<file path="config.mk">
export PLATFORM = sky130hd
export DESIGN_NAME = user_logic
export DESIGN_NICKNAME = d
export VERILOG_FILES = /design/src/source/dial_pkg.sv /design/src/source/jtag_pkg.sv /design/src/source/ascii_decoder.sv /design/src/source/dial_counter.sv /design/src/source/tap_decoder.sv /design/src/source/tap_encoder.sv /design/src/source/user_logic.sv
export SDC_FILE = /design/constraint.sdc
export NUM_CORES = 1
export LEC_CHECK = 0
export BUFFER_PORTS_ARGS = -buffer_cell sky130_fd_sc_hd__buf_2
export CAP_MARGIN = 5
export CELL_PAD_IN_SITES_DETAIL_PLACEMENT = 2
export CELL_PAD_IN_SITES_GLOBAL_PLACEMENT = 2
export CORE_MARGIN = 1.5
export CORE_UTILIZATION = 25
export CTS_CLUSTER_DIAMETER = 120
export DETAILED_ROUTE_END_ITERATION = 10
export GPL_TIMING_DRIVEN = 0
export PLACE_DENSITY_LB_ADDON = 0.1
export SYNTH_ARGS = -nofsm -noshare
export SYNTH_HDL_FRONTEND = slang
export SYNTH_SLANG_ARGS = --single-unit
</file>
<file path="constraint.sdc">
create_clock -name tck -period 6 [get_ports tck]
set_input_delay 0.9 -clock tck [delete_from_list [all_inputs] [get_ports tck]]
set_output_delay 0.9 -clock tck [all_outputs]
set_load 0.01 [all_outputs]
</file>
<file path="src/source/dial_pkg.sv">
`default_nettype none

package dial_pkg;

    // **************************************************
    // Dial geometry
    // **************************************************
    localparam int DIAL_BITS = 7;
    localparam int DIAL_SIZE = 100;                        // Positions 0 to 99.
    localparam int DECIMAL_BASE = 10;

    typedef logic [DIAL_BITS-1:0] step_t;                  // Clockwise step, already mod 100.
    typedef logic [DIAL_BITS-1:0] position_t;              // Dial position, 0 to 99.
    typedef logic [DIAL_BITS:0] dial_sum_t;                // Position plus step, up to 198.

    localparam position_t DIAL_START = 7'd50;

    // **************************************************
    // Line parser states
    // **************************************************
    typedef enum logic [1:0] {
        IDLE,                                              // Between lines.
        DIGITS,                                            // Direction seen, reading count.
        DONE                                               // EOT seen, input ignored.
    } parse_state_t;

endpackage

`default_nettype wire

</file>
<file path="src/source/jtag_pkg.sv">
`default_nettype none

package jtag_pkg;

    // **************************************************
    // Byte framing on the user data register
    // **************************************************
    localparam int BYTE_BITS = 8;
    localparam int RESULT_BITS = 16;

    typedef logic [BYTE_BITS-1:0] byte_t;                  // One ASCII character.
    typedef logic [$clog2(BYTE_BITS)-1:0] bit_count_t;     // Bit index inside a byte.
    typedef logic [RESULT_BITS-1:0] result_t;              // Zero-landing count.

    localparam bit_count_t LAST_BIT = bit_count_t'(BYTE_BITS - 1);

    // **************************************************
    // ASCII codes seen in the input file
    // **************************************************
    localparam byte_t ASCII_EOT = 8'h04;                   // Ends the transfer.
    localparam byte_t ASCII_NEWLINE = 8'h0a;
    localparam byte_t ASCII_ZERO = 8'h30;
    localparam byte_t ASCII_NINE = 8'h39;
    localparam byte_t ASCII_L = 8'h4c;                     // Counter-clockwise turn.
    localparam byte_t ASCII_R = 8'h52;                     // Clockwise turn.

endpackage

`default_nettype wire

</file>
<file path="src/source/ascii_decoder.sv">
`timescale 1ns/1ps
`default_nettype none

module ascii_decoder
    import jtag_pkg::*, dial_pkg::*;
(
    input wire tck,
    input wire test_logic_reset,
    input wire byte_t byte_data,
    input wire byte_valid,
    output step_t right_steps,
    output logic right_steps_valid,
    output logic end_of_file
);

    parse_state_t state;
    logic turn_left;                                       // Direction of the current line.
    step_t count;                                          // Decimal count so far, mod 100.

    logic is_digit;
    logic is_direction;
    logic is_newline;
    logic is_eot;
    step_t folded_count;
    step_t line_steps;

    // Only the last two decimal digits survive a mod 100 fold.
    function automatic step_t fold_digit(input step_t value, input byte_t ascii);
        step_t ones;
        step_t digit;
        ones = value % step_t'(DECIMAL_BASE);
        digit = step_t'(ascii - ASCII_ZERO);
        return step_t'(ones * step_t'(DECIMAL_BASE)) + digit;
    endfunction

    // **************************************************
    // Byte classification
    // **************************************************
    always_comb begin
        is_digit = (byte_data >= ASCII_ZERO) && (byte_data <= ASCII_NINE);
        is_direction = (byte_data == ASCII_R) || (byte_data == ASCII_L);
        is_newline = (byte_data == ASCII_NEWLINE);
        is_eot = (byte_data == ASCII_EOT);
        folded_count = fold_digit(count, byte_data);
        if (turn_left && (count != '0)) begin
            line_steps = step_t'(DIAL_SIZE) - count;       // Left turn as a right turn.
        end else begin
            line_steps = count;
        end
    end

    // **************************************************
    // Line parser
    // **************************************************
    always_ff @(posedge tck) begin : parse
        right_steps_valid <= 1'b0;
        end_of_file <= 1'b0;
        if (test_logic_reset) begin
            state <= IDLE;
            turn_left <= 1'b0;
            count <= '0;
            right_steps <= '0;
        end else if (byte_valid) begin
            unique case (state)
                IDLE: begin
                    if (is_direction) begin
                        turn_left <= (byte_data == ASCII_L);
                        count <= '0;
                        state <= DIGITS;
                    end else if (is_eot) begin
                        end_of_file <= 1'b1;
                        state <= DONE;
                    end
                end
                DIGITS: begin
                    if (is_direction) begin
                        turn_left <= (byte_data == ASCII_L);   // Restarts the line.
                        count <= '0;
                    end else if (is_digit) begin
                        count <= folded_count;
                    end else if (is_newline) begin
                        right_steps <= line_steps;
                        right_steps_valid <= 1'b1;
                        state <= IDLE;
                    end else if (is_eot) begin
                        right_steps <= line_steps;             // Last line without newline.
                        right_steps_valid <= 1'b1;
                        end_of_file <= 1'b1;
                        state <= DONE;
                    end
                end
                DONE: begin
                    state <= DONE;                         // Held until reset.
                end
                default: begin
                    state <= IDLE;
                end
            endcase
        end
    end

endmodule

`default_nettype wire

</file>
<file path="src/source/dial_counter.sv">
`timescale 1ns/1ps
`default_nettype none

module dial_counter
    import jtag_pkg::*, dial_pkg::*;
(
    input wire tck,
    input wire test_logic_reset,
    input wire step_t right_steps,
    input wire right_steps_valid,
    input wire end_of_file,
    output result_t zero_count,
    output logic count_valid
);

    position_t position;
    position_t next_position;
    dial_sum_t sum;
    logic step_taken;                                      // Position was updated last cycle.
    logic end_of_file_d1;

    // **************************************************
    // Stage 1, modulo 100 addition
    // **************************************************
    always_comb begin
        sum = dial_sum_t'(position) + dial_sum_t'(right_steps);
        if (sum >= dial_sum_t'(DIAL_SIZE)) begin
            next_position = position_t'(sum - dial_sum_t'(DIAL_SIZE));
        end else begin
            next_position = position_t'(sum);
        end
    end

    always_ff @(posedge tck) begin : turn_dial
        if (test_logic_reset) begin
            position <= DIAL_START;
            step_taken <= 1'b0;
        end else begin
            step_taken <= right_steps_valid;
            if (right_steps_valid) begin
                position <= next_position;
            end
        end
    end

    // **************************************************
    // Stage 2, zero landings and end of file
    // **************************************************
    always_ff @(posedge tck) begin : count_zeroes
        if (test_logic_reset) begin
            zero_count <= '0;
            end_of_file_d1 <= 1'b0;
            count_valid <= 1'b0;
        end else begin
            end_of_file_d1 <= end_of_file;
            count_valid <= end_of_file_d1;                 // Lines up with the last increment.
            if (step_taken && (position == '0)) begin
                zero_count <= zero_count + 1'b1;           // Wraps above 65535.
            end
        end
    end

endmodule

`default_nettype wire

</file>
<file path="src/source/tap_decoder.sv">
`timescale 1ns/1ps
`default_nettype none

module tap_decoder
    import jtag_pkg::*;
(
    input wire tck,
    input wire tdi,
    input wire test_logic_reset,
    input wire ir_is_user,
    input wire shift_dr,
    input wire update_dr,
    output byte_t byte_data,
    output logic byte_valid
);

    byte_t shift_q;
    byte_t shift_next;
    bit_count_t bit_count;

    // TDI enters at the top so the first bit ends up as the LSB.
    always_comb begin
        shift_next = {tdi, shift_q[BYTE_BITS-1:1]};
    end

    always_ff @(posedge tck) begin : deserialize
        byte_valid <= 1'b0;
        if (test_logic_reset) begin
            shift_q <= '0;
            bit_count <= '0;
            byte_data <= '0;
        end else if (update_dr) begin
            bit_count <= '0;                               // Drops a partial byte.
        end else if (ir_is_user && shift_dr) begin
            shift_q <= shift_next;
            bit_count <= bit_count + 1'b1;                 // Wraps after the eighth bit.
            if (bit_count == LAST_BIT) begin
                byte_data <= shift_next;
                byte_valid <= 1'b1;
            end
        end
    end

endmodule

`default_nettype wire

</file>
<file path="src/source/tap_encoder.sv">
`timescale 1ns/1ps
`default_nettype none

module tap_encoder
    import jtag_pkg::*;
(
    input wire tck,
    input wire test_logic_reset,
    input wire ir_is_user,
    input wire capture_dr,
    input wire shift_dr,
    input wire result_t zero_count,
    input wire count_valid,
    output logic tdo
);

    result_t result_q;                                     // Last complete count.
    result_t shift_q;

    // **************************************************
    // Result holding register
    // **************************************************
    always_ff @(posedge tck) begin : hold_result
        if (test_logic_reset) begin
            result_q <= '0;
        end else if (count_valid) begin
            result_q <= zero_count;
        end
    end

    // **************************************************
    // Capture and shift out, LSB first
    // **************************************************
    always_ff @(posedge tck) begin : shift_out
        if (test_logic_reset) begin
            shift_q <= '0;
        end else if (ir_is_user && capture_dr) begin
            shift_q <= result_q;
        end else if (ir_is_user && shift_dr) begin
            shift_q <= {1'b0, shift_q[RESULT_BITS-1:1]};
        end
    end

    // The LSB flop is the TDO register.
    assign tdo = shift_q[0];

endmodule

`default_nettype wire

</file>
<file path="src/source/user_logic.sv">
`timescale 1ns/1ps
`default_nettype none

module user_logic
    import jtag_pkg::*, dial_pkg::*;
(
    input wire tck,
    input wire tdi,
    output logic tdo,
    input wire test_logic_reset,
    input wire run_test_idle,                              // Not needed by this register.
    input wire ir_is_user,
    input wire capture_dr,
    input wire shift_dr,
    input wire update_dr
);

    byte_t byte_data;
    logic byte_valid;
    step_t right_steps;
    logic right_steps_valid;
    logic end_of_file;
    result_t zero_count;
    logic count_valid;

    // **************************************************
    // Inbound path, TDI to dial steps
    // **************************************************
    tap_decoder tap_decoder_i (
        .tck(tck),
        .tdi(tdi),
        .test_logic_reset(test_logic_reset),
        .ir_is_user(ir_is_user),
        .shift_dr(shift_dr),
        .update_dr(update_dr),
        .byte_data(byte_data),
        .byte_valid(byte_valid)
    );

    ascii_decoder ascii_decoder_i (
        .tck(tck),
        .test_logic_reset(test_logic_reset),
        .byte_data(byte_data),
        .byte_valid(byte_valid),
        .right_steps(right_steps),
        .right_steps_valid(right_steps_valid),
        .end_of_file(end_of_file)
    );

    // **************************************************
    // Dial arithmetic and readback
    // **************************************************
    dial_counter dial_counter_i (
        .tck(tck),
        .test_logic_reset(test_logic_reset),
        .right_steps(right_steps),
        .right_steps_valid(right_steps_valid),
        .end_of_file(end_of_file),
        .zero_count(zero_count),
        .count_valid(count_valid)
    );

    tap_encoder tap_encoder_i (
        .tck(tck),
        .test_logic_reset(test_logic_reset),
        .ir_is_user(ir_is_user),
        .capture_dr(capture_dr),
        .shift_dr(shift_dr),
        .zero_count(zero_count),
        .count_valid(count_valid),
        .tdo(tdo)
    );

endmodule

`default_nettype wire

</file>
==> metrics.cfg <==
[synth]
ys.flop_type = dfxtp_1
synth_nets = 683
synth-seq-cells = 96
ys_async_sr_fraction_pct = 0
syn_area_per_cell_um2 = 8.36
synth_warnings = 0
seq_area_frac_synth_pct = 35.8
synth_cells = 643
synth.distinct_cells = 74
synth-edff-count = 0
synth_area_um2 = 5380

[clock_tree]
clkSlewWorstSetupHoldPaths_ps = 70
post_cts_buffers = 0
ctsRootBufferMaster = clkbuf_16
clock_latency_ps = 350
ctsLongestPathBuffers = 2
cts.sinks = 96
cts_hold_repair.buffers = 0
cts_resized = 0
cts_tree = built
htreeDepth = 3
cts_made_buffers = 9

[timing]
slew_headroom_pct = 47.6
rsz0062_at_grt = no
min_period_over_period_pct = 87.2
setup_viol = 0
fin_ws_ps = 768
tns_ps = 0
finalWorstPathRequiredPeriod_ps = 5230
slew_viol_final = 0
fmax_ghz = 0.191
clock_skew_ps = 8.68
hold_violations = 0
hold_ws_ps = 465
tightest_slew_ps = 786

[routing]
wirelength_um = 16000
routed-via-count = 4684
drc = 0
postRouteAntennaNets = 0
post_drt_wl_per_cell_um = 17.0
dr.pass1.iters = 4
viasPerCell = 4.99
drt-initial-drc-count = 104

[cells_and_area]
nets = 699
final_core_util_pct = 28.9
drive_above_1_share_pct = 7.53
antennaDiodeCount = 0
synthToLayoutAreaGrowth_pct = 13.6

[placement]
gp_congestion = 0.726
port_buffers = 5
pre_cts_slack_ps = 779
dp_hpwl_um = 12300

[critical_path]
endpoint_kind = flop
critPathRequiredTime_ps = 6240
startpoint_type = flop
worstPathArrival_ps = 5470
path_class = flop to flop
cp_max_fo = 10

[pwr]
p_leak_nw = 2.23
power_density_nw_per_um2 = 229
ir_drop_mv = 0.130

[grt]
grt_pass1_wl_um = 27300
gr-total-overflow = 0
grt_max_degree = 18
grt_use_total_pct = 15.5
antenna_found_initial = 0
grt_pass1_vias = 5163

[floorplan]
die_width_um = 150
die_y_um = 150
ioPinCount = 9
rows = 53
core_um2 = 21100
start_util_pct = 25.5
dieArea_um2 = 22400

[run_status]
outcome = finished, final reports clean

[worst_hold_path]
worstHoldPathType = flop to flop

[run]
max_cap_viol_count = 0

[kinds of logic (layout without fill, tap and decap cells)]
family          after synthesis  in the layout  share of synthesized area [%]
mux                          27             27                           5.19
flops                        96             96                           35.8
fa+ha+maj                    32             32                           7.87
compound gates              133            133                           17.4
simple gates                264            264                           24.3
buf+inv                      63             84                           4.98
xor+xnor                     28             28                           4.56
[report_power, final]
| part | internal [W] | leakage (nW) | switching (W) | total [W] |
|---|---|---|---|---|
| logic | 0.0000128 | 1.28 | 0.0000369 | 0.0000497 |
| registers | 0.000644 | 0.776 | 0.00000451 | 0.000649 |
| clock network | 0.000427 | 0.177 | 0.000271 | 0.000697 |
[registers in the layout, indices dropped and copies added (netlist names), 2 cells and up]
signal	count
tap_decoder_i.byte_data	8
tap_encoder_i.shift_q	16
dial_counter_i.position	7
dial_counter_i.zero_count	16
tap_encoder_i.result_q	16
ascii_decoder_i.count	7
ascii_decoder_i.state	2
tap_decoder_i.bit_count	3
tap_decoder_i.shift_q	7
ascii_decoder_i.right_steps	7
[final cells by class]
class | count | area, um^2
plain buffers | 35 | 163
clock buffers | 10 | 239
clock inverters | 6 | 121
fillers | 2421 | 15000
inverters | 28 | 105
multi-input cells | 484 | 3190
flip-flops and latches | 96 | 1920
well taps | 275 | 344
repair buffers | 5 | 25.0
[through the flow]
| stage | std cells | area [um^2] | power (W) |
|---|---|---|---|
| 2_1_floorplan | 643 | 5380 | 0.000694 |
| 3_3_place_gp | 923 | 5740 | 0.000713 |
| 3_5_place_dp | 923 | 5740 | 0.000715 |
| 4_1_cts | 939 | 6100 | 0.00142 |
| 5_1_grt | 939 | 6100 | 0.00146 |
| 6_report | 939 | 6100 | 0.00140 |
[cell usage after synthesis, types with 4 or more instances]
| master | n | area share [%] |
|---|---|---|
| nand4_1 | 5 | 0.58 |
| dfxtp_1 | 96 | 36 |
| a21oi_1 | 45 | 4.2 |
| nand3_1 | 37 | 3.4 |
| xnor2_1 | 19 | 3.1 |
| o21ai_0 | 19 | 1.8 |
| or3_1 | 4 | 0.47 |
| clkbuf_1 | 22 | 1.5 |
| nor2_1 | 79 | 5.5 |
| nor3b_1 | 4 | 0.56 |
| nand2b_1 | 5 | 0.58 |
| xor2_1 | 9 | 1.5 |
| nor3_1 | 11 | 1.0 |
| ha_1 | 29 | 6.8 |
| a31oi_1 | 4 | 0.47 |
| buf_2 | 7 | 0.65 |
| nand2_1 | 72 | 5.0 |
| a21o_1 | 7 | 0.98 |
| inv_1 | 27 | 1.9 |
| a311oi_1 | 18 | 2.9 |
| nor2b_1 | 15 | 1.7 |
| mux2i_1 | 25 | 4.7 |
[critical path: stages, from the launching register on]
cell     delay [ps]
dfxtp_1         470
buf_2           320
xor2_1          230
nor2_1          160
nor2_1          310
ha_1            390
nor2_1           80
a32oi_1         210
nor3_1           60
a21o_1          210
ha_1            300
ha_1            140
inv_1            40
fa_1            480
inv_1            50
ha_1            280
ha_1            340
a21oi_1         190
xnor2_1         170
nor4_1          330
nor4b_2          90
a211o_1         270
[path summary, 6_finish.rpt]
kind / from / to / slack (ps) / depth (start not counted)
worst max register to register: ascii_decoder_i.count[4]$_SDFFE_PP0P_ / ascii_decoder_i.count[6]$_SDFFE_PP0P_ / 770 / 21
worst min register to register: ascii_decoder_i.end_of_file$_SDFF_PP0_ / dial_counter_i.end_of_file_d1$_SDFF_PP0_ / 470 / 1
worst max-delay path: ascii_decoder_i.count[4]$_SDFFE_PP0P_ / ascii_decoder_i.count[6]$_SDFFE_PP0P_ / 770 / 21
worst min-delay path: ascii_decoder_i.end_of_file$_SDFF_PP0_ / dial_counter_i.end_of_file_d1$_SDFF_PP0_ / 470 / 1
[placed cells by master, fill, tap and decap left out, types with 4 or more instances in the layout]
master / Yosys / final
nor3b_1: 4 / 4
clkbuf_16: 0 / 9
inv_1: 27 / 27
a21o_1: 7 / 7
a21oi_1: 45 / 45
mux2i_1: 25 / 25
ha_1: 29 / 29
nor2_1: 79 / 79
nand2b_1: 5 / 5
xor2_1: 9 / 9
dfxtp_1: 96 / 96
o21ai_0: 19 / 19
nor3_1: 11 / 11
xnor2_1: 19 / 19
or3_1: 4 / 4
nand3_1: 37 / 37
buf_2: 7 / 12
a311oi_1: 18 / 18
nand4_1: 5 / 5
a31oi_1: 4 / 4
nand2_1: 72 / 72
clkbuf_1: 22 / 22
nor2b_1: 15 / 15
[per-layer routing]
metal / track usage, % / part of all wire (%) / vias to the layer above
met4: 4.60 / 1.4 / 0
li1: - / - / 2319
met3: 2.32 / 1.6 / 16
met2: 26.6 / 48 / 23
met5: 0 / 0 / -
met1: 20.0 / 49 / 2326
Note: power is estimated with default switching activity, not from simulation.
